File: src/rtl/pp_pkg.sv
package pp_pkg;

    // ==================================================
    // widths
    // ==================================================
    localparam int TOUT      = 4;
    localparam int TOUT_W    = 2;
    localparam int PSUM_DW   = 32;
    localparam int OUT_DW    = 8;
    localparam int W_SIZE    = 8;
    localparam int W_CHANNEL = 7;
    localparam int AFFINE_AW = 9;
    localparam int AFFINE_DW = 32;
    localparam int PSUM_AW   = 8;
    localparam int OFM_AW    = 16;
    localparam int SHIFT_W   = 4;

    // ==================================================
    // types
    // ==================================================
    // one partial sum per output-channel lane
    typedef logic [TOUT-1:0][PSUM_DW-1:0] psum_vec_t;

    // one PE result with its position in the feature map
    typedef struct packed {
        psum_vec_t              data;
        logic                   vld;
        logic [W_SIZE-1:0]      row;
        logic [W_SIZE-1:0]      col;
        logic [W_CHANNEL-1:0]   chn_out;
        logic                   first;
        logic                   last;
    } pe_beat_t;

    // per-tile bias and shift, one entry per lane
    typedef struct packed {
        logic [TOUT-1:0][AFFINE_DW-1:0] bias;
        logic [TOUT-1:0][SHIFT_W-1:0]   shift;
    } affine_t;

    typedef enum logic [1:0] {
        LOAD_IDLE  = 2'd0,
        LOAD_BIAS  = 2'd1,
        LOAD_SCALE = 2'd2
    } load_state_e;

    typedef enum logic {
        FETCH_IDLE = 1'b0,
        FETCH_READ = 1'b1
    } fetch_state_e;

endpackage

File: src/rtl/ofm_writer.sv
module ofm_writer
    import pp_pkg::*;
(
    input  logic                         clk,
    input  logic                         rstn,
    input  pe_beat_t                     final_i,
    input  logic [TOUT-1:0][SHIFT_W-1:0] shift_i,
    input  logic [W_SIZE-1:0]            q_width_i,
    input  logic [W_CHANNEL-1:0]         q_channel_out_i,
    output logic                         o_pp_data_vld,
    output logic [TOUT*OUT_DW-1:0]       o_pp_data,
    output logic [OFM_AW-1:0]            o_pp_addr
);

    psum_vec_t                    relu;
    psum_vec_t                    shifted;
    logic [TOUT-1:0][OUT_DW-1:0]  lanes_d;
    logic [OFM_AW-1:0]            pix_idx;
    logic [OFM_AW-1:0]            addr_d;

    // relu, shift, clamp to 8 bits
    always_comb begin
        for (int l = 0; l < TOUT; l++) begin
            relu[l]    = final_i.data[l][PSUM_DW-1] ? '0 : final_i.data[l];
            shifted[l] = relu[l] >> shift_i[l];
            if (|shifted[l][PSUM_DW-1:OUT_DW]) begin
                lanes_d[l] = '1;
            end else begin
                lanes_d[l] = shifted[l][OUT_DW-1:0];
            end
        end
    end

    // pixel index, then channel-tile interleave
    assign pix_idx = OFM_AW'(final_i.row) * OFM_AW'(q_width_i) + OFM_AW'(final_i.col);
    assign addr_d  = pix_idx * OFM_AW'(q_channel_out_i) + OFM_AW'(final_i.chn_out);

    always_ff @(posedge clk or negedge rstn) begin
        if (!rstn) begin
            o_pp_data_vld <= 1'b0;
        end else begin
            o_pp_data_vld <= final_i.vld;
        end
    end

    // lane 0 lands in the low byte
    always_ff @(posedge clk) begin
        if (final_i.vld) begin
            o_pp_data <= lanes_d;
            o_pp_addr <= addr_d;
        end
    end

endmodule

File: config.mk
export PLATFORM = sky130hd
export DESIGN_NAME = ofm_writer
export DESIGN_NICKNAME = d
export VERILOG_FILES = /design/src/rtl/pp_pkg.sv /design/src/rtl/ofm_writer.sv
export SDC_FILE = /design/constraint.sdc
export NUM_CORES = 1
export LEC_CHECK = 0
export BUFFER_PORTS_ARGS = -buffer_cell sky130_fd_sc_hd__buf_4
export CAP_MARGIN = 20
export CORE_MARGIN = 3
export CORE_UTILIZATION = 45
export DETAILED_ROUTE_END_ITERATION = 10
export GPL_TIMING_DRIVEN = 0
export PLACE_DENSITY = 0.75
export SKIP_LAST_GASP = 1
export SLEW_MARGIN = 20
export SYNTH_ARGS = -nofsm -noshare
export SYNTH_HDL_FRONTEND = slang
export SYNTH_SLANG_ARGS = --single-unit
File: constraint.sdc
create_clock -name clk -period 0.8 [get_ports clk]
set_clock_uncertainty 0.05 [all_clocks]
set_input_delay 0.08 -clock clk [delete_from_list [all_inputs] [get_ports clk]]
set_output_delay 0.08 -clock clk [all_outputs]
set_load 0.01 [all_outputs]
=== Word-level counts from Yosys, hierarchy flattened ===
Cells that the tools add are included.
Widths: inputs -> output; s select.

* Add/subtract/negate cells: 2
* Multiply operators: 2
* Shifts and indexed selects: 4
* Mux-type cells: 4
* Reduce and logical (&&, ||, !) cells: 4

{| class="wikitable"
|+ Operator list
! operator !! number
|-
| $shr 31x4->32 || 4
|-
| $mux 31 || 4
|-
| $reduce_or 24->1 || 4
|-
| $add 16x7->16 || 1
|-
| $add 16x8->16 || 1
|-
| $mul 16x7->16 || 1
|-
| $mul 8x8->16 || 1
|}

* Register bits after elaboration: 49
* Input port bits: 187
* Output and inout port bits: 49
* Logic and storage cells: 22

=== Depth between registers and ports, before layout ===
* Word-level depth: 4
* Mapped depth: 30

=== Worst setup path after synthesis ===
OpenSTA, ideal clock, no wires.

* Kind: input to register
* Start point: input q_width_i[1]
* End point: register o_pp_addr[15], data pin
* Setup time: 261 ps
* Data arrival time: 7624 ps
* Required time: 489 ps
* Setup slack: -7135 ps
* Stages: 29
* Path buffers: 1
* Cell sequence: clkbuf_1 nand2_1 fa_1 inv_1 fa_1 inv_1 fa_1 fa_1 inv_1 ha_1 and3_1 a2111oi_2 a21oi_1 or2b_2 o21ai_0 o311ai_0 fa_1 inv_1 fa_1 inv_1 fa_1 fa_1 xor2_1 xnor2_1 xnor2_1 xnor3_1 xnor3_1 xnor3_1 xnor2_1

* Longest elaborated chain between the ends: 4

{| class="wikitable"
|+ Ends and longest elaborated chain
! item !! line !! source
|-
| start: declaration || ofm_writer.sv:8 || <nowiki>input logic [W_SIZE-1:0] q_width_i,</nowiki>
|-
| $mul 8x8->16 || ofm_writer.sv:35 || <nowiki>assign pix_idx = OFM_AW'(final_i.row) * OFM_AW'(q_width_i) + OFM_AW'(final_i.col);</nowiki>
|-
| $add 16x8->16 || ofm_writer.sv:35 ||
|-
| $mul 16x7->16 || ofm_writer.sv:36 || <nowiki>assign addr_d = pix_idx * OFM_AW'(q_channel_out_i) + OFM_AW'(final_i.chn_out);</nowiki>
|-
| $add 16x7->16 || ofm_writer.sv:36 ||
|-
| named net addr_d[15] || ofm_writer.sv:19 || <nowiki>logic [OFM_AW-1:0] addr_d;</nowiki>
|-
| end signal: assignment || ofm_writer.sv:50 || <nowiki>o_pp_addr <= addr_d;</nowiki>
|-
| end: declaration || ofm_writer.sv:12 || <nowiki>output logic [OFM_AW-1:0] o_pp_addr</nowiki>
|}

The timed path passes the listed nets, and every way through them passes these cells.
A chain may end at the register's enable or synchronous reset.

=== Worst setup path in the final report ===
* Start point: input q_width_i[2]
* End point: register o_pp_addr[15], data pin

Same word-level chain as after synthesis.

==> metrics.cfg <==
[outcome]
status=complete, but fails checks
violations=setup timing

[detailed_routing]
ant_nets=0
drtPass1Iterations=7
vias=9858
avgRoutedWirePerCell_um=16.8
drt_iter0_drc=511
drc=0
wl_um=29700
routed_via_density=5.59

[power]
ir_drop_mv=5.22
power.density_nw_per_um2=5060
p_leak_nw=6.55

[hold_path]
hold_path_startpoint=final_i[2]
whs_endpoint=o_pp_addr[0]
hold_path_depth=2
worstHoldPathType=primary input to register

[placed_design]
numPortBuffers=215
hpwl_um=22300
dp_cells=1672
placed_cell_area_um2=12900
gp_congestion=0.894
dpl_worst_slack_ns=-7.09

[sta]
min_period_over_period_pct=929
rsz0062_at_grt=true
max_slew_margin_pct=46.6
max_freq_mhz=135
tightest_slew_ns=0.780
finalCriticalPeriod_ns=7.43
setup_violations=97
whs_ns=0.0486
worst_slack_ns=-6.63
slew_viol_final=0
report.final.hold_viol_count=0
setup_tns_ns=-113.89

[global_route]
grt_pass1_vias=9965
grt_pass1_wl_um=47000
grt_max_degree=50
overflow=0
antenna_found_initial=0
grt_usage_pct=22.6

[setup_path]
cp-end-kind=register
start_kind=primary input
arrival_ns=7.42
path_class=primary input to register
path_max_fanout=5
worstPathRequired_ns=0.78

[layout]
drive_gt1_share_pct=38.3
synthToLayoutAreaGrowth_pct=42.0
fin_area_um2=14700
nets=1842
n_antenna_cell=0
fillers=1752
final_cells=1765
multi_input_area_um2=9070
seq_area_um2=1470

[yosys]
synth_cells=1177
syn-num-nets=1535
ys_types=62
synth_edf_count=48
avgSynthCellArea_um2=8.81
yosys_warnings=0
synth_ff_type=edfxtp_1
netlist_area_um2=10400
ys_ff_latch=49
seq_area_frac_synth_pct=14.1
synthArstFlopShare_pct=2.04

[clock_network]
numCtsBuffers=5
cts_root_buf=clkbuf_16
cts_max_level=2
cts_num_sinks=49
cts_tree=built
clock_path_buffers=2
clk_pin_slew_worst_paths_ns=0.07

[die]
initial_core_util_pct=46.6
core.rowCount=54
die-width_um=158
pin_count=236
fp.dieH_um=158
core_um2=22200
dieArea_um2=24900

[flow_run]
drv_cap=0

## report_power, final
part	switching, mW	total (mW)	internal, mW	leakage [nW]
Sequential	0.223	4.96	4.73	0.489
Clock	0.943	2.11	1.17	0.0712
Combinational	33.8	67.4	33.7	5.99
Total	34.9	74.5	39.6	6.55
## worst max-delay path by stage
stage          cells past startpoint  slack (ns)            end    startpoint
6_report                          28       -6.63  o_pp_addr[15]  q_width_i[2]
5_1_grt                           28       -6.88  o_pp_addr[15]  q_width_i[2]
4_1_cts                           28       -6.61  o_pp_addr[15]   final_i[22]
3_5_place_dp                      28       -7.09  o_pp_addr[15]   final_i[22]
3_3_place_gp                      28       -7.04  o_pp_addr[15]   final_i[22]
2_1_floorplan                     27       -6.41  o_pp_addr[15]   final_i[22]
## per-layer routing
layer	wire (um)	global-route usage, %	vias to the layer above	share of wire (%)
met5	0	0	-	0
met4	555	4.79	0	1.9
met3	1580	2.05	44	5.3
met2	15400	41.1	321	52
met1	12200	29.5	4834	41
li1	-	-	4659	-
## logic make-up (layout without fill, tap and decap cells)
family	after synthesis	after routing	share of synthesized area (%)
flops	49	49	14.1
compound gates	203	203	13.1
simple gates	395	395	18.7
xor+xnor	27	27	2.68
mux	104	104	14.8
buf+inv	228	536	8.55
fa+ha+maj	171	171	28.0
## Yosys cell counts (3+ instances only)
master / count / area (um2)
buf_2: 9 / 45.0
o21bai_1: 3 / 22.5
xnor3_1: 3 / 67.6
a21o_1: 5 / 37.5
nand2_1: 118 / 443
o211ai_1: 14 / 105
mux2_2: 11 / 124
nor3_1: 40 / 200
o2111ai_1: 3 / 26.3
o311ai_0: 7 / 61.3
mux4_2: 38 / 856
inv_1: 163 / 612
a2111oi_0: 3 / 26.3
mux2i_1: 55 / 551
a211o_1: 9 / 78.8
xnor2_1: 15 / 131
nand3_1: 6 / 30.0
a221oi_1: 5 / 43.8
fa_1: 102 / 2040
xor2_1: 9 / 78.8
nor2_1: 76 / 285
or3_1: 5 / 31.3
buf_1: 15 / 56.3
a211oi_1: 25 / 188
and3_1: 3 / 18.8
a21oi_1: 72 / 360
o21ai_0: 28 / 140
and2_1: 93 / 582
nor2b_1: 16 / 100
a22oi_1: 3 / 22.5
nand2b_1: 16 / 100
o221ai_1: 3 / 26.3
clkbuf_1: 36 / 135
a31oi_1: 4 / 25.0
or2_2: 6 / 37.5
edfxtp_1: 48 / 1440
ha_1: 69 / 863
nor4_1: 10 / 62.6
## cells in the final DEF, fill, tap and decap left out, drive strengths merged, types with 48 or more instances in the layout
cell and count:
a21oi 72, and2 93, buf 328, edfxtp 48, fa 102, ha 69
inv 164, mux2i 55, nand2 118, nor2 76
## worst max-delay path, cell delays in order
cell	delay [ns]
buf_12	0.10
and2_4	0.15
fa_1	0.55
inv_2	0.05
fa_1	0.52
inv_1	0.05
fa_1	0.48
inv_1	0.05
fa_1	0.49
inv_2	0.04
ha_4	0.29
o21ai_2	0.06
o21bai_2	0.21
a2111oi_4	0.10
or4_2	0.65
nand3_2	0.10
nand2_1	0.08
fa_1	0.52
fa_1	0.57
fa_1	0.44
fa_2	0.35
xor2_1	0.15
xnor2_1	0.22
xnor2_1	0.17
xnor3_1	0.28
xnor3_1	0.22
xnor3_2	0.29
xnor2_2	0.15
## area by class of cell
type	instances	share of cell area, %
clock inverters	2	0.0935
inverters	165	4.25
flip-flops and latches	49	9.96
multi-input cells	900	61.6
repair buffers	300	17.6
plain buffers	63	3.20
clock buffers	6	0.876
well taps	280	2.38
## sequential cells by signal, summed over array words and instances, names as in the netlist
register / count
o_pp_data_vld: 1
o_pp_data: 32
o_pp_addr: 16
## what timing repair did
| action | 4_1_cts | 5_1_grt |
|---|---|---|
| pin swaps | 51 | 52 |
| endpoints found under the setup margin | 97 | 97 |
| resized for setup | 144 | 108 |
| hold endpoints to repair | 1 | 0 |
| setup buffers | 68 | 22 |
| gates cloned | 2 | 0 |
| hold buffers | 1 | 0 |
## through the flow
stage               util, %  power (mW)
finish                 66.2        74.5
floorplan                 -        51.4
detailed placement     58.0        56.9
global route           66.2        79.9
global placement       58.0        55.3
CTS                    63.6        66.4
Note: power is estimated with default switching activity, not from simulation.
