`src/rtl/pp_pkg.sv`:
```
package pp_pkg;

    // ==================================================
    // widths
    // ==================================================
    localparam int TOUT      = 4;
    localparam int TOUT_W    = 2;
    localparam int PSUM_DW   = 32;
    localparam int OUT_DW    = 8;
    localparam int W_SIZE    = 8;
    localparam int W_CHANNEL = 7;
    localparam int AFFINE_AW = 9;
    localparam int AFFINE_DW = 32;
    localparam int PSUM_AW   = 8;
    localparam int OFM_AW    = 16;
    localparam int SHIFT_W   = 4;

    // ==================================================
    // types
    // ==================================================
    // one partial sum per output-channel lane
    typedef logic [TOUT-1:0][PSUM_DW-1:0] psum_vec_t;

    // one PE result with its position in the feature map
    typedef struct packed {
        psum_vec_t              data;
        logic                   vld;
        logic [W_SIZE-1:0]      row;
        logic [W_SIZE-1:0]      col;
        logic [W_CHANNEL-1:0]   chn_out;
        logic                   first;
        logic                   last;
    } pe_beat_t;

    // per-tile bias and shift, one entry per lane
    typedef struct packed {
        logic [TOUT-1:0][AFFINE_DW-1:0] bias;
        logic [TOUT-1:0][SHIFT_W-1:0]   shift;
    } affine_t;

    typedef enum logic [1:0] {
        LOAD_IDLE  = 2'd0,
        LOAD_BIAS  = 2'd1,
        LOAD_SCALE = 2'd2
    } load_state_e;

    typedef enum logic {
        FETCH_IDLE = 1'b0,
        FETCH_READ = 1'b1
    } fetch_state_e;

endpackage

```
`src/rtl/affine_loader.sv`:
```
module affine_loader
    import pp_pkg::*;
(
    input  logic                 clk,
    input  logic                 rstn,
    input  logic                 q_load_bias_i,
    input  logic                 q_load_scale_i,
    input  logic [W_CHANNEL-1:0] q_channel_out_i,
    input  logic [AFFINE_DW-1:0] read_data_i,
    input  logic                 read_data_vld_i,
    output logic                 bias_wr_en_o,
    output logic                 scale_wr_en_o,
    output logic [AFFINE_AW-1:0] wr_addr_o,
    output logic [AFFINE_DW-1:0] wr_data_o,
    output logic                 load_done_o
);

    load_state_e          state_q;
    logic                 load_bias_d;
    logic                 load_scale_d;
    logic                 bias_start;
    logic                 scale_start;
    logic [AFFINE_DW-1:0] data_q;
    logic                 vld_q;
    logic [AFFINE_AW-1:0] addr_q;
    logic [AFFINE_AW-1:0] load_words;
    logic                 last_word;
    logic                 done_q;

    // request edges
    assign bias_start  = q_load_bias_i & ~load_bias_d;
    assign scale_start = q_load_scale_i & ~load_scale_d;

    // one word per lane for every output-channel tile
    assign load_words = AFFINE_AW'(q_channel_out_i) * AFFINE_AW'(TOUT);
    assign last_word  = vld_q && (addr_q == load_words - 1'b1);

    always_ff @(posedge clk or negedge rstn) begin
        if (!rstn) begin
            load_bias_d  <= 1'b0;
            load_scale_d <= 1'b0;
            vld_q        <= 1'b0;
        end else begin
            load_bias_d  <= q_load_bias_i;
            load_scale_d <= q_load_scale_i;
            vld_q        <= read_data_vld_i;
        end
    end

    always_ff @(posedge clk) begin
        data_q <= read_data_i;
    end

    // ==================================================
    // load FSM
    // ==================================================
    always_ff @(posedge clk or negedge rstn) begin
        if (!rstn) begin
            state_q <= LOAD_IDLE;
            addr_q  <= '0;
            done_q  <= 1'b0;
        end else begin
            done_q <= (state_q == LOAD_SCALE) && last_word;
            case (state_q)
                LOAD_IDLE: begin
                    if (bias_start) begin
                        state_q <= LOAD_BIAS;
                        addr_q  <= '0;
                    end else if (scale_start) begin
                        state_q <= LOAD_SCALE;
                        addr_q  <= '0;
                    end
                end
                LOAD_BIAS, LOAD_SCALE: begin
                    if (vld_q) begin
                        addr_q <= addr_q + 1'b1;
                    end
                    if (last_word) begin
                        state_q <= LOAD_IDLE;
                    end
                end
                default: state_q <= LOAD_IDLE;
            endcase
        end
    end

    // steer the registered beat to the selected buffer
    assign bias_wr_en_o  = (state_q == LOAD_BIAS) && vld_q;
    assign scale_wr_en_o = (state_q == LOAD_SCALE) && vld_q;
    assign wr_addr_o     = addr_q;
    assign wr_data_o     = data_q;
    assign load_done_o   = done_q;

endmodule

```
`config.mk`:
```
export PLATFORM = sky130hd
export DESIGN_NAME = affine_loader
export DESIGN_NICKNAME = d
export VERILOG_FILES = /design/src/rtl/pp_pkg.sv /design/src/rtl/affine_loader.sv
export SDC_FILE = /design/constraint.sdc
export NUM_CORES = 1
export LEC_CHECK = 0
export ABC_CLOCK_PERIOD_IN_PS = 2450
export BUFFER_PORTS_ARGS = -buffer_cell sky130_fd_sc_hd__buf_4
export CORE_MARGIN = 4
export CORE_UTILIZATION = 43
export CTS_CLUSTER_SIZE = 24
export DETAILED_ROUTE_END_ITERATION = 6
export GPL_TIMING_DRIVEN = 0
export PLACE_DENSITY = 0.87
export SYNTH_ARGS = -nofsm -noshare
export SYNTH_HDL_FRONTEND = slang
export SYNTH_SLANG_ARGS = --single-unit
```
`constraint.sdc`:
```
create_clock -name clk -period 2.45 [get_ports clk]
set_clock_uncertainty 0.1 [all_clocks]
set_input_delay 0.3675 -clock clk [delete_from_list [all_inputs] [get_ports clk]]
set_output_delay 0.3675 -clock clk [all_outputs]
set_load 0.02 [all_outputs]
```
# After elaboration in Yosys (flattened, before gate mapping)
# Index checks and enable logic that the tools add are counted.
# Widths: inputs -> output; s select.
[op_classes]
bitwise_logic = 4
n_reduce_logical = 9
n_div = 0
n_mux = 8
order_cmp = 0
add_sub_neg = 2
n_shift = 0
mul = 0
eq_ne = 6
[ops]
columns = ["operator", "count"]
rows = [
  ["$mux 9", 3],
  ["$pmux 9 s2", 1],
  ["$add 9x1->9 const B", 1],
  ["$eq 9x9->1", 1],
  ["$sub 9x1->9 const B", 1],
  ["$mux 2", 3],
  ["$logic_and 1x1->1", 4],
  ["$ne 2x2->1 const B", 2],
  ["$pmux 2 s2", 1],
  ["$ne 3x3->1 const B", 1],
  ["$reduce_and 3->1", 1],
  ["$and 1x1->1", 2],
  ["$eq 2x1->1 const B", 1],
  ["$eq 2x2->1 const B", 1],
  ["$logic_not 2->1", 1],
  ["$not 1->1", 2],
  ["$reduce_and 2->1", 1],
  ["$reduce_bool 2->1", 1],
  ["$reduce_or 2->1", 1],
]
[totals]
inputBits = 44
latch_bits = 0
mem_bits_rw = 0
mem_count = 0
word_cells = 36
out_inout_bits = 44
reg_bits = 47
rom_bits = 0

# Logic depth before layout (Yosys ltp)
[depth]
word_depth = 5
depth_mapped = 8
depth_no_buf = 8

# Least setup slack after synthesis
# Ideal clock, no wire load.
[synth_path]
kind = "register -> register"
start = "register state_q[0]"
end = "register addr_q[8], in the netlist wr_addr_o[8]"
setup_time_ns = 0.136
path_stages_with_launch = 9
synth_period_minus_slack_ns = 1.945
setup_slack_ns = 0.505
required_time_ns = 2.214
arrival_time_ns = 1.708
path_buffers = 0
cell_sequence = "dfrtp_1 > inv_1 > ha_1 > nand2b_1 > a32oi_2 > and3_1 > nand4_1 > xor2_1 > nor2_1"
[synth_between]
elab_chain_len = 4
word_cells_on_any_way = 9
cone_classes = "eq/ne: 4; mux: 1; reduce/logical: 4"
[synth_rtl]
columns = ["item", "line", "source"]
rows = [
  ["start: declaration", "affine_loader.sv:18", "load_state_e state_q;"],
  ["start signal: assignment", "affine_loader.sv:59", "state_q <= LOAD_IDLE;"],
  ["start signal: assignment", "affine_loader.sv:67", "state_q <= LOAD_BIAS;"],
  ["start signal: assignment", "affine_loader.sv:70", "state_q <= LOAD_SCALE;"],
  ["$eq 2x2->1 or $eq 2x1->1 (tied branches)", "affine_loader.sv:64", "case (state_q)"],
  ["$reduce_or 2->1", "affine_loader.sv:64", ""],
  ["$ne 2x2->1 (no source line) or $reduce_bool 2->1 (tied branches)", "n/a", ""],
  ["$reduce_and 3->1 (no source line)", "n/a", ""],
  ["end signal: assignment", "affine_loader.sv:76", "addr_q <= addr_q + 1'b1;"],
  ["end: declaration", "affine_loader.sv:25", "logic [AFFINE_AW-1:0] addr_q;"],
]
# Parallel ways exist; a longest one is shown, timed or not.
# A chain may end at the register's enable or synchronous reset.

# Worst setup path after layout
# Ends and elaborated chain as after synthesis.

==> reports/metrics.yaml <==
final_cell_mix: "buf_4, dfxtp_1, dfrtp_1"
tritoncts: "done"
path_clk_slew_ns: 0.08
clock-sinks: 47
fin_util_pct: 70.0
clkLatencyLatePin_ns: 0.29
p_per_area_mw_per_mm2: 802
syn-cell-area_sq_mm: 0.00159
grt_pass1_vias: 1304
ys_types: 30
io_pins: 88
initial_core_util_pct: 46.2
final-max-slew-violation-count: 0
cp.required_ns: 2.51
cts_resized: 0
period_share_pct: 88.9
syn_inst: 131
start_kind: "register"
grt_max_degree: 16
layout_commonest_cell: "buf_4"
min_period_ns: 2.18
grt_first_pass_wirelength_um: 6020
drt_iter0_drc: 33
hold_buffers: 1
vias_per_cell: 4.69
postCtsSetupBuffers: 0
drc: 0
postRouteAntennaNets: 0
drive_gt1_share_pct: 44.7
p_switching_mw: 0.598
p_seq_share_pct: 45.7
fmax_mhz: 459
routedWlPerCell_um: 14.5
power_frac_comb_pct: 28.4
num_rows: 21
hold_class: "in -> reg"
hold_viol: 0
die_x_um: 68.8
firstDrtPassIters: 4
diodes: 0
synth-seq-cells: 47
grt_overflow: 0
crit_buf_inv: 1
synth_area_per_cell_sq_um: 12.1
grt.total_usage_pct: 17.9
leakage_nw: 1.20
worstPathMaxFanout: 8
yosys_warnings: 0
yosysSeqAreaShare_pct: 63.9
drv_cap: 0
rsz0062_at_grt: "false"
gp_congestion: 0.714
power_mw: 1.93
p_sw_share_pct: 30.9
die_area_sq_mm: 0.00474
outcome: "finished clean"
p_clk_share_pct: 25.8
endpoint_kind: "register"
core_area_sq_mm: 0.00344
cts-root-buf: "clkbuf_8"
htree_num_levels: 2
die_y_um: 68.8
postRouteWirelength_um: 3940
setup_violations: 0
finalNetCount: 275
p_int_mw: 1.34
cts-buffers-inserted: 5
portBuffers: 87
syn_nets: 180
nFillCells: 261
antenna_found_initial: 0
tns_ns: 0
worstPathArrival_ns: 2.24
critPathKind: "reg -> reg"
vias: 1275
dpl.hpwl_um: 3080
crit_family: "simple AND/OR/NAND/NOR gates"
crit_slowest_cell: "dfrtp_1"
cts_buffer_depth: 2
tightest_slew_ns: 0.499
ir_drop_mv: 0.577
relSlewSlack_pct: 66.7
worstPathCellList: "inv_1, ha_1, nand2b_1, a32oi_2, and3_1, nand4_1, xor2_1, nor2_1"
syn2layout_area_growth_pct: 51.6
max_stage_delay_ns: 0.38
[sequential cells by signal (all words and copies together) (netlist names)]
name,count
load_bias_d,1
load_scale_d,1
load_done_o,1
wr_addr_o,9
state_q,2
wr_data_o,32
vld_q,1
[area by class of cell]
type                    count  area, sq um  area share [%]
clock buffers               6         93.8            3.89
clock inverters             1         6.26           0.259
inverters                   8         30.0            1.25
multi-input cells          76          544            22.6
flip-flops and latches     47         1020            42.1
well taps                  46         57.6            2.39
repair buffers             88          663            27.5
[cells by family (layout without fill, tap and decap cells)]
family	count (synthesis)	count (layout)	synth area share, %
AOI/OAI and AO/OA	11	11	5.51
xor gates and xnor gates	16	16	9.28
adders and majority gates	5	5	3.93
buffers and inverters	8	103	1.89
DFF	47	47	63.9
muxes	2	2	1.26
and+or+nand+nor	42	42	14.2
[synth_stat cells (all sizes together)]
| library cell | n | share of area [%] |
|---|---|---|
| a21boi | 1 | 0.47 |
| nor3b | 1 | 0.79 |
| dfrtp | 15 | 24 |
| a211oi | 1 | 0.47 |
| xor2 | 11 | 6.1 |
| o41ai | 1 | 1.0 |
| nand3 | 2 | 0.63 |
| nand4b | 1 | 0.55 |
| nor4bb | 1 | 0.63 |
| o21ai | 2 | 0.63 |
| nor2 | 12 | 2.8 |
| and2 | 3 | 1.2 |
| nand2b | 3 | 1.2 |
| nand4 | 4 | 1.6 |
| mux2i | 2 | 1.3 |
| nor3 | 3 | 1.3 |
| inv | 8 | 1.9 |
| o22ai | 1 | 0.39 |
| a32oi | 1 | 1.0 |
| xnor2 | 5 | 3.2 |
| ha | 5 | 3.9 |
| nand2 | 8 | 1.9 |
| nand3b | 1 | 0.47 |
| dfxtp | 32 | 40 |
| a21oi | 4 | 1.5 |
| and3 | 3 | 1.3 |
[final timing paths]
kind,from,end,slack (ns),cells past startpoint
min in group asynchronous,rstn,load_done_o$_DFF_PN0_,0.35,2
worst max register to register,state_q[0]$_DFFE_PN0P_,wr_addr_o[8]$_DFFE_PN0P_,0.27,8
max in group asynchronous,rstn,wr_addr_o[0]$_DFFE_PN0P_,1.71,2
worst max-delay path,state_q[0]$_DFFE_PN0P_,wr_addr_o[8]$_DFFE_PN0P_,0.27,8
worst min register to register,wr_addr_o[0]$_DFFE_PN0P_,wr_addr_o[0]$_DFFE_PN0P_,0.44,1
worst min-delay path,read_data_i[8],wr_data_o[8]$_DFF_P_,0.07,1
[power by group through the flow]
stage | Combinational, mW | Sequential [mW] | Clock [mW]
floorplan | 0.276 | 0.954 | 0
global placement | 0.538 | 0.899 | 0
detailed placement | 0.552 | 0.902 | 0
CTS | 0.556 | 0.885 | 0.515
global route | 0.612 | 0.898 | 0.545
finish | 0.550 | 0.884 | 0.499
[stage by stage]
step	worst slack [ns]	instance area, sq um	hold WS, ns	instances
2_1_floorplan	0.505	1590	-0.0281	131
3_3_place_gp	0.245	2300	0.133	264
3_5_place_dp	0.125	2300	0.138	264
4_1_cts	0.281	2410	0.0606	272
5_1_grt	0.0717	2410	0.0504	272
6_report	0.273	2410	0.0696	272
[metal layers]
| metal | wire, um | global-route usage [%] | part of all wire [%] | vias to the layer above |
|---|---|---|---|---|
| met3 | 621 | 11.5 | 16 | 7 |
| met1 | 1500 | 19.4 | 38 | 569 |
| li1 | - | - | - | 622 |
| met5 | 0 | 0 | 0 | - |
| met2 | 1760 | 28.5 | 45 | 77 |
| met4 | 53 | 5.84 | 1.3 | 0 |
(Power assumes the default switching activity.)
