===== src/rtl/pp_pkg.sv =====
package pp_pkg;

    // ==================================================
    // widths
    // ==================================================
    localparam int TOUT      = 4;
    localparam int TOUT_W    = 2;
    localparam int PSUM_DW   = 32;
    localparam int OUT_DW    = 8;
    localparam int W_SIZE    = 8;
    localparam int W_CHANNEL = 7;
    localparam int AFFINE_AW = 9;
    localparam int AFFINE_DW = 32;
    localparam int PSUM_AW   = 8;
    localparam int OFM_AW    = 16;
    localparam int SHIFT_W   = 4;

    // ==================================================
    // types
    // ==================================================
    // one partial sum per output-channel lane
    typedef logic [TOUT-1:0][PSUM_DW-1:0] psum_vec_t;

    // one PE result with its position in the feature map
    typedef struct packed {
        psum_vec_t              data;
        logic                   vld;
        logic [W_SIZE-1:0]      row;
        logic [W_SIZE-1:0]      col;
        logic [W_CHANNEL-1:0]   chn_out;
        logic                   first;
        logic                   last;
    } pe_beat_t;

    // per-tile bias and shift, one entry per lane
    typedef struct packed {
        logic [TOUT-1:0][AFFINE_DW-1:0] bias;
        logic [TOUT-1:0][SHIFT_W-1:0]   shift;
    } affine_t;

    typedef enum logic [1:0] {
        LOAD_IDLE  = 2'd0,
        LOAD_BIAS  = 2'd1,
        LOAD_SCALE = 2'd2
    } load_state_e;

    typedef enum logic {
        FETCH_IDLE = 1'b0,
        FETCH_READ = 1'b1
    } fetch_state_e;

endpackage


===== src/rtl/affine_fetch.sv =====
module affine_fetch
    import pp_pkg::*;
(
    input  logic                 clk,
    input  logic                 rstn,
    input  logic                 csync_run_i,
    input  logic                 tail_vld_i,
    input  logic [W_CHANNEL-1:0] chn_out_i,
    output logic                 rd_en_o,
    output logic [AFFINE_AW-1:0] rd_addr_o,
    input  logic [AFFINE_DW-1:0] bias_data_i,
    input  logic [AFFINE_DW-1:0] scale_data_i,
    output affine_t              affine_o
);

    fetch_state_e         state_q;
    logic                 sync_ok;
    logic                 sync_ok_d;
    logic                 start;
    logic [AFFINE_AW-1:0] addr_q;
    logic [TOUT_W-1:0]    rd_lane_q;
    logic                 fill_vld_q;
    logic [TOUT_W-1:0]    fill_lane_q;
    affine_t              affine_q;

    // power-of-two scale to right-shift amount
    function automatic logic [SHIFT_W-1:0] scale2shift(input logic [7:0] scale);
        logic [SHIFT_W-1:0] shift;
        case (scale)
            8'h01:   shift = 4'd1;
            8'h02:   shift = 4'd2;
            8'h04:   shift = 4'd3;
            8'h08:   shift = 4'd4;
            8'h10:   shift = 4'd5;
            8'h20:   shift = 4'd6;
            8'h40:   shift = 4'd7;
            8'h80:   shift = 4'd8;
            default: shift = 4'd0;
        endcase
        return shift;
    endfunction

    // wait for the accumulator tail to drain before switching tiles
    assign sync_ok = csync_run_i & ~tail_vld_i;
    assign start   = sync_ok & ~sync_ok_d;

    // ==================================================
    // read sequencer
    // ==================================================
    always_ff @(posedge clk or negedge rstn) begin
        if (!rstn) begin
            sync_ok_d   <= 1'b0;
            state_q     <= FETCH_IDLE;
            addr_q      <= '0;
            rd_lane_q   <= '0;
            fill_vld_q  <= 1'b0;
            fill_lane_q <= '0;
        end else begin
            sync_ok_d   <= sync_ok;
            fill_vld_q  <= (state_q == FETCH_READ);
            fill_lane_q <= rd_lane_q;
            case (state_q)
                FETCH_IDLE: begin
                    if (start) begin
                        state_q   <= FETCH_READ;
                        addr_q    <= AFFINE_AW'(chn_out_i) * AFFINE_AW'(TOUT);
                        rd_lane_q <= '0;
                    end
                end
                FETCH_READ: begin
                    addr_q    <= addr_q + 1'b1;
                    rd_lane_q <= rd_lane_q + 1'b1;
                    if (rd_lane_q == TOUT_W'(TOUT - 1)) begin
                        state_q <= FETCH_IDLE;
                    end
                end
                default: state_q <= FETCH_IDLE;
            endcase
        end
    end

    assign rd_en_o   = (state_q == FETCH_READ);
    assign rd_addr_o = addr_q;

    // lane registers, filled one cycle after each read
    always_ff @(posedge clk or negedge rstn) begin
        if (!rstn) begin
            affine_q <= '0;
        end else if (fill_vld_q) begin
            affine_q.bias[fill_lane_q]  <= bias_data_i;
            affine_q.shift[fill_lane_q] <= scale2shift(scale_data_i[7:0]);
        end
    end

    assign affine_o = affine_q;

endmodule


===== config.mk =====
export PLATFORM = sky130hd
export DESIGN_NAME = affine_fetch
export DESIGN_NICKNAME = d
export VERILOG_FILES = /design/src/rtl/pp_pkg.sv /design/src/rtl/affine_fetch.sv
export SDC_FILE = /design/constraint.sdc
export NUM_CORES = 1
export LEC_CHECK = 0
export ABC_AREA = 1
export ABC_CLOCK_PERIOD_IN_PS = 1400
export BUFFER_PORTS_ARGS = -buffer_cell sky130_fd_sc_hd__buf_4
export CORE_ASPECT_RATIO = 0.9
export CORE_MARGIN = 4
export CORE_UTILIZATION = 30
export DETAILED_ROUTE_END_ITERATION = 6
export HOLD_SLACK_MARGIN = 0.05
export PLACE_DENSITY = 0.52
export SYNTH_ARGS = -nofsm -noshare
export SYNTH_HDL_FRONTEND = slang
export SYNTH_SLANG_ARGS = --single-unit

===== constraint.sdc =====
create_clock -name clk -period 1.4 [get_ports clk]
set_input_delay 0.28 -clock clk [delete_from_list [all_inputs] [get_ports clk]]
set_output_delay 0.28 -clock clk [all_outputs]
set_load 0.01 [all_outputs]

* After elaboration in Yosys (flattened, before gate mapping)
Cells that the tools add are included.
** Operators by class
- Add/subtract/negate cells :: 2
- $lt $le $gt $ge :: 2
- Equality and inequality tests :: 10
- Muxes and demuxes :: 15
- Bitwise operators :: 5
- Reductions and logical operators :: 1
** Operators with widths (count)
- $bwmux W128 :: 1
- $demux W32 S2 :: 1
- $mux W32 :: 1
- $pmux W4 S8 :: 1
- $pmux W9 S2 :: 1
- $bwmux W16 :: 1
- $add A9 B1 Y9 const B :: 1
- $mux W9 :: 1
- $demux W4 S2 :: 1
- $eq A8 B1 Y1 const B :: 1
- $eq A8 B2 Y1 const B :: 1
- $eq A8 B3 Y1 const B :: 1
- $eq A8 B4 Y1 const B :: 1
- $eq A8 B5 Y1 const B :: 1
- $eq A8 B6 Y1 const B :: 1
- $eq A8 B7 Y1 const B :: 1
- $eq A8 B8 Y1 const B :: 1
- $mux W4 :: 2
- $pmux W2 S2 :: 1
- $lt A2 B3 Y1 const B :: 1
- $not A1 Y1 :: 3
- $add A2 B1 Y2 const B :: 1
- $and A1 B1 Y1 :: 2
- $eq A2 B2 Y1 const B :: 1
- 6 further kinds :: 7
** Word-level totals
- Register bits :: 160
- Input port bits :: 75
- Output and inout port bits :: 154
- Logic and storage cells :: 49

* Longest topological paths before layout
Gate-level depths: netlist of the first run.
- Word-level depth :: 5
- Depth in mapped cells :: 9
- Mapped depth without buffers :: 8

* Worst setup path after synthesis of the first run
No wires, ideal clock.
- Path type :: reg-to-reg
- Start :: reg addr_q[1] (netlist: rd_addr_o[1])
- End :: reg addr_q[8] (netlist: rd_addr_o[8])
- Library setup time :: 116 ps
- Arrival time :: 1118 ps
- Required time :: 1284 ps
- Slack :: 165 ps
- Stages on the path, launching flop included :: 9
- Path buffers :: 0
- Clock period less this slack :: 1235 ps
- Path through :: dfrtp_1 -> ha_1 -> nand2_1 -> nor2_1 -> nand3_1 -> nand2_1 -> nand3_1 -> nand2_1 -> nand2_1
** On the way
- Cells in the longest elaborated chain, start to end :: 2
** Ends and longest elaborated chain
- start: declaration :: line affine_fetch.sv:20 : logic [AFFINE_AW-1:0] addr_q;
- start signal: assignment :: line affine_fetch.sv:66 : addr_q <= AFFINE_AW'(chn_out_i) * AFFINE_AW'(TOUT);
- start signal: assignment :: line affine_fetch.sv:71 : addr_q <= addr_q + 1'b1;
- $add A9 B1 Y9 :: line affine_fetch.sv:71
- $pmux W9 S2 :: line affine_fetch.sv:62 : case (state_q)
Every way passes these cells.
A chain may end at the register's enable or synchronous reset.

* Final worst setup path of the first run
- Start :: reg state_q (netlist: rd_en_o)
- End :: out rd_en_o
** RTL lines
- start: declaration :: line affine_fetch.sv:16 : fetch_state_e state_q;
- start signal: assignment :: line affine_fetch.sv:53 : state_q <= FETCH_IDLE;
- start signal: assignment :: line affine_fetch.sv:65 : state_q <= FETCH_READ;
- start signal: assignment :: line affine_fetch.sv:74 : state_q <= FETCH_IDLE;
- end: declaration :: line affine_fetch.sv:9 : output logic rd_en_o,
No word-level cell between the ends.

==> flow_summary.toml, run 1 <==
[worst_setup_path]
crit_buf_inv = 2
slowest_delay_ns = 0.40
cp_slowest_cell = "dfrtp_1"
cp_cell_sequence = "buf_8, buf_4"
reg2reg_slack_ns = 0.10
worstSetupStartpointType = "flip-flop"
crit_fanout = 2
critical_path.top_delay_family = "flip-flops"
path_class = "reg -> out"
cp-end-kind = "output port"
required_ns = 1.12
critPathArrivalTime_ns = 1.06

[pwr]
fin_total_pwr_mw = 21.8
p_per_area_mw_per_mm2 = 2470
vdd_drop_max_mv = 0.850
p_leak_nw = 4.64

[job]
drv_cap = 0

[logic_synthesis]
yosys_register_bits = 160
synthDistinctLibCells = 23
seq_area_frac_synth_pct = 64.5
synth_area_per_cell_um2 = 9.40
synth-warning-count = 0
syn_nets = 738
synthCells = 661
syn_area_mm2 = 0.00621

[clock_tree]
htreeDepth = 4
clkTransAtPathRegs_ns = 0.06
cts_tree = "built"
numCtsBuffers = 17
clockBufferDepth = 2
worstSkewPairLatency_ns = 0.41
clock_tree.root_cell = "clkbuf_16"
cts_sinks = 160

[grt]
antenna_found_initial = 0
grt_pass1_wl_mm = 28.0
top_usage_layer = "met2"
grt_usage_pct = 15.3
grt_util_met2_pct = 23.1
met1_usage_pct = 21.5
grt_pass1_vias = 4995
use_met3_pct = 5.27
grt_max_degree = 49
grt_overflow = 0

[timing]
worst_slack_ns = 0.0554
hold_violations = 0
fin_worst_skew_ns = 0.00889
finalSetupViolCount = 0
fin_crit_ns = 1.34
relSlewSlack_pct = 77.1
drv_slew = 0
worst_pin_slew_ns = 0.344
fin_crit_sh_pct = 96.0
rsz0062_at_grt = "false"
whs_ns = 0.104
fmax_ghz = 0.744
tns_ns = 0

[floorplan]
die_y_um = 145
dieArea_mm2 = 0.0231
rows = 49
core_mm2 = 0.0202
start_util_pct = 30.8
die_x_um = 160
num_io_pins = 229

[place]
io_buffers = 204
gp_congestion = 0.800
place_inst = 1106
pre_cts_ws_ns = 0.0566
place_hpwl_mm = 12.4

[drt]
dr.pass1.iters = 5
num_vias = 5024
drc_errors = 0
wirelength_mm = 17.4
initialDrtViolationCount = 291
wl_per_cell_um = 15.3
via_per_inst = 4.40
ant_nets = 0

[finish]
diodes = 0
multi_input_area_mm2 = 0.00184
fin_cells = 1141
syn_to_final_growth_pct = 42.2
seq_area_mm2 = 0.00401
fillers = 2014
drive_gt1_share_pct = 30.6
nets = 951

[outcome]
outcome = "finished, final reports clean"

[worst_hold_path]
hold_class = "in -> reg"
==> power by group <==
group	internal, mW	switching (mW)
sequential	6.76	1.34
combinational	4.05	4.70
clock	3.10	1.87
total	13.9	7.91
==> per-layer routing <==
layer,vias up,wire length (µm)
met3,14,1090
met1,2333,8440
met5,-,0
li1,2528,-
met2,149,7730
met4,0,167
==> worst min-delay path: stages <==
cell	delay [ns]
buf_4	0.11
inv_1	0.05
nor2_2	0.04
==> logic make-up (layout without fill, tap and decap cells) <==
| kind of cell | after synthesis | count (layout) | share of synthesized area, % |
|---|---|---|---|
| and+or+nand+nor | 262 | 262 | 17.2 |
| DFF | 160 | 160 | 64.5 |
| AOI/OAI and AO/OA | 145 | 145 | 11.9 |
| buffers and inverters | 91 | 316 | 5.94 |
| adders and majority gates | 2 | 2 | 0.403 |
| xor gates and xnor gates | 1 | 1 | 0.141 |
==> cell type report <==
type,instances,area share (%)
Sequential cell,160,45.4
Tap cell,255,3.61
Clock inverter,11,2.03
Timing Repair Buffer,225,20.4
Multi-Input combinational cell,410,20.8
Inverter,60,2.58
Clock buffer,20,5.17
==> registers in the layout (all words and copies together) (netlist names) <==
name / flops
sync_ok_d: 1
rd_addr_o: 9
affine_o: 144
fill_vld_q: 1
rd_en_o: 1
rd_lane_q: 2
fill_lane_q: 2
==> cells in the final DEF (no fill, tap or decap), types with 2 or more instances in the layout <==
| master | Yosys | routed |
|---|---|---|
| nand2_1 | 202 | 202 |
| o21ai_0 | 135 | 134 |
| dfrtp_2 | 0 | 2 |
| nand4_1 | 4 | 4 |
| dlygate4sd3_1 | 0 | 2 |
| o21ai_1 | 4 | 5 |
| dfrtp_1 | 160 | 158 |
| buf_4 | 0 | 211 |
| buf_6 | 1 | 4 |
| clkbuf_8 | 0 | 2 |
| clkinv_4 | 0 | 2 |
| bufinv_16 | 0 | 4 |
| nand2_2 | 3 | 3 |
| nand3_2 | 5 | 5 |
| nor2_1 | 31 | 30 |
| inv_1 | 58 | 58 |
| a21oi_1 | 2 | 2 |
| ha_1 | 2 | 2 |
| nor2_2 | 4 | 5 |
| a22o_1 | 2 | 2 |
| nand3_1 | 11 | 11 |
| buf_12 | 0 | 7 |
| inv_6 | 0 | 2 |
| clkbuf_16 | 0 | 17 |
==> Yosys cell counts <==
cell,count,area (µm²)
a21oi_1,2,10.0
a22o_1,2,17.5
a31oi_1,1,6.26
buf_2,16,80.1
buf_6,1,11.3
clkbuf_1,14,52.6
dfrtp_1,160,4000
ha_1,2,25.0
inv_1,58,218
inv_2,2,7.51
nand2_1,202,758
nand2_2,3,18.8
nand2_4,1,11.3
nand3_1,11,55.1
nand3_2,5,50.1
nand3b_1,1,7.51
nand4_1,4,25.0
nor2_1,31,116
nor2_2,4,25.0
o211ai_1,1,7.51
o21ai_0,135,676
o21ai_1,4,20.0
xnor2_1,1,8.76
==> stage by stage <==
step	utilization [%]	instance area, µm²
finish	43.8	8830
global route	43.8	8830
CTS	43.7	8810
detailed placement	40.3	8140
global placement	40.3	8140
floorplan	-	6210
==> timing repair <==
action / 4_1_cts / 5_1_grt
resized for setup: 2 / 8
setup buffers: 2 / 0
pin swaps: 0 / 0
hold buffers: 2 / 0
setup endpoints to repair: 1 / 9
endpoints found under the hold margin: 22 / 0
==> path summary, 6_finish.rpt <==
check | start | end | cells past startpoint
worst min register to register | rd_lane_q[1] | fill_lane_q[1] | 0
min in group asynchronous | rstn | rd_addr_o[0] | 2
worst max-delay path | rd_en_o | rd_en_o | 2
worst min-delay path | csync_run_i | sync_ok_d | 3
worst max register to register | rd_addr_o[0] | rd_addr_o[8] | 8
max in group asynchronous | rstn | affine_o[3] | 3
No activity file was read; power rests on OpenSTA's default activity.
==> run 2: changes to the inputs <==
--- a/config.mk
+++ b/config.mk
@@ -14,6 +14,7 @@
 export DETAILED_ROUTE_END_ITERATION = 6
 export HOLD_SLACK_MARGIN = 0.05
 export PLACE_DENSITY = 0.52
+export REMOVE_ABC_BUFFERS = 1
 export SYNTH_ARGS = -nofsm -noshare
 export SYNTH_HDL_FRONTEND = slang
 export SYNTH_SLANG_ARGS = --single-unit
==> flow_summary.toml, run 2 (synthesized netlist as in run 1, its figures left out) <==
[drt]
ant_nets = 0
initialDrtViolationCount = 267
wirelength_mm = 17.3
num_vias = 5037
via_per_inst = 4.42
dr.pass1.iters = 5
drc_errors = 0
wl_per_cell_um = 15.1

[worst_setup_path]
cp_cell_sequence = "buf_6, buf_4"
path_class = "reg -> out"
crit_fanout = 4
cp-end-kind = "output port"
slowest_delay_ns = 0.39
critPathArrivalTime_ns = 1.06
required_ns = 1.12
cp_slowest_cell = "dfrtp_1"
worstSetupStartpointType = "flip-flop"
reg2reg_slack_ns = 0.12

[place]
placed_area_mm2 = 0.00815
io_buffers = 204
gp_congestion = 0.784
place_inst = 1106
place_hpwl_mm = 12.1
pre_cts_ws_ns = 0.0908

[finish]
final_cell_mix = "buf_4 (211), nand2_1 (202), dfrtp_1 (159), o21ai_0 (135), inv_1 (58)"
largest_reg_flops = 144
nets = 950
stdcell_area_mm2 = 0.00879
fin_cells = 1140
layout_commonest_cell = "buf_4"
seq_area_mm2 = 0.00401
syn_to_final_growth_pct = 41.6
multi_input_area_mm2 = 0.00184
drive_gt1_share_pct = 30.5
diodes = 0
fillers = 2009

[timing]
worst_pin_slew_ns = 0.330
worst_slack_ns = 0.0579
fmax_ghz = 0.745
fin_crit_sh_pct = 95.9
fin_worst_skew_ns = 0.00648
hold_violations = 0
whs_ns = 0.0940
relSlewSlack_pct = 78.0
drv_slew = 0
fin_crit_ns = 1.34
rsz0062_at_grt = "false"
finalSetupViolCount = 0

[pwr]
vdd_drop_max_mv = 1.12
fin_total_pwr_mw = 21.7
p_leak_nw = 4.63
p_per_area_mw_per_mm2 = 2470

[clock_tree]
worstSkewPairLatency_ns = 0.41
cts_tree = "built"
cts_sinks = 160
clockBufferDepth = 2
clock_tree.root_cell = "clkbuf_16"
numCtsBuffers = 17
clkTransAtPathRegs_ns = 0.07
htreeDepth = 4

[grt]
grt_max_degree = 61
grt_pass1_wl_mm = 27.8
antenna_found_initial = 0
grt_usage_pct = 15.2
grt_pass1_vias = 5042
grt_overflow = 0

[outcome]
outcome = "finished, final reports clean"

[floorplan]
dieArea_mm2 = 0.0231
start_util_pct = 30.8
die_x_um = 160
rows = 49
core_mm2 = 0.0202
die_y_um = 145
num_io_pins = 229

[job]
drv_cap = 0

[worst_hold_path]
hold_class = "in -> reg"
==> run 2: changes by cell type in the layout (fill, tap and decap cells not counted), moves of 2 or more <==
| cell | change |
|---|---|
| inv_6 | +3 |
| clkinv_2 | +2 |
| clkbuf_8 | -2 |
| clkinv_4 | -2 |
==> run 2: through the flow <==
step	util (%)	setup TNS (ns)
3_5_place_dp	40.4	0
3_3_place_gp	40.4	0
6_report	43.6	0
5_1_grt	43.6	0
2_1_floorplan	-	-19.76
4_1_cts	43.6	0
==> run 2: worst max-delay path: cells and delay by family (launching register included) <==
family | cells | cell delay, ns
flops | 1 | 0.39
buf+inv | 2 | 0.26
==> run 2: final timing paths <==
path,start,end,depth (start not counted)
max in group asynchronous,rstn,affine_o[121],3
setup reg to reg,rd_en_o,rd_addr_o[5],7
hold / removal,csync_run_i,sync_ok_d,3
min in group asynchronous,rstn,affine_o[106],2
setup / recovery,rd_addr_o[1],rd_addr_o[1],2
hold reg to reg,rd_lane_q[1],fill_lane_q[1],0
==> run 2: per-layer routing <==
| metal | track usage, % | up-vias | share of wire [%] |
|---|---|---|---|
| li1 | - | 2527 | - |
| met1 | 21.5 | 2356 | 49 |
| met2 | 22.8 | 146 | 43 |
| met3 | 5.56 | 8 | 6.8 |
| met4 | 2.74 | 0 | 0.52 |
| met5 | 0 | - | 0 |
==> run 2: cell type report <==
type	count	area share (%)
clock inverter	14	2.04
sequential	160	45.6
clock buffer	17	4.84
timing repair buffer	224	20.4
inverter	60	2.56
multi-input combinational	410	20.9
tap	255	3.63
==> run 2: where the power goes <==
group | switching, mW | leakage [nW] | internal [mW]
clock | 2.01 | 0.299 | 2.84
sequential | 1.33 | 1.98 | 6.75
combinational | 4.69 | 2.35 | 4.10
total | 8.02 | 4.63 | 13.7
==> run 2: timing repair <==
action,4_1_cts,5_1_grt
hold buffers,2,0
setup buffers,2,0
endpoints found under the setup margin,1,13
endpoints found under the hold margin,27,0
resized for setup,1,4
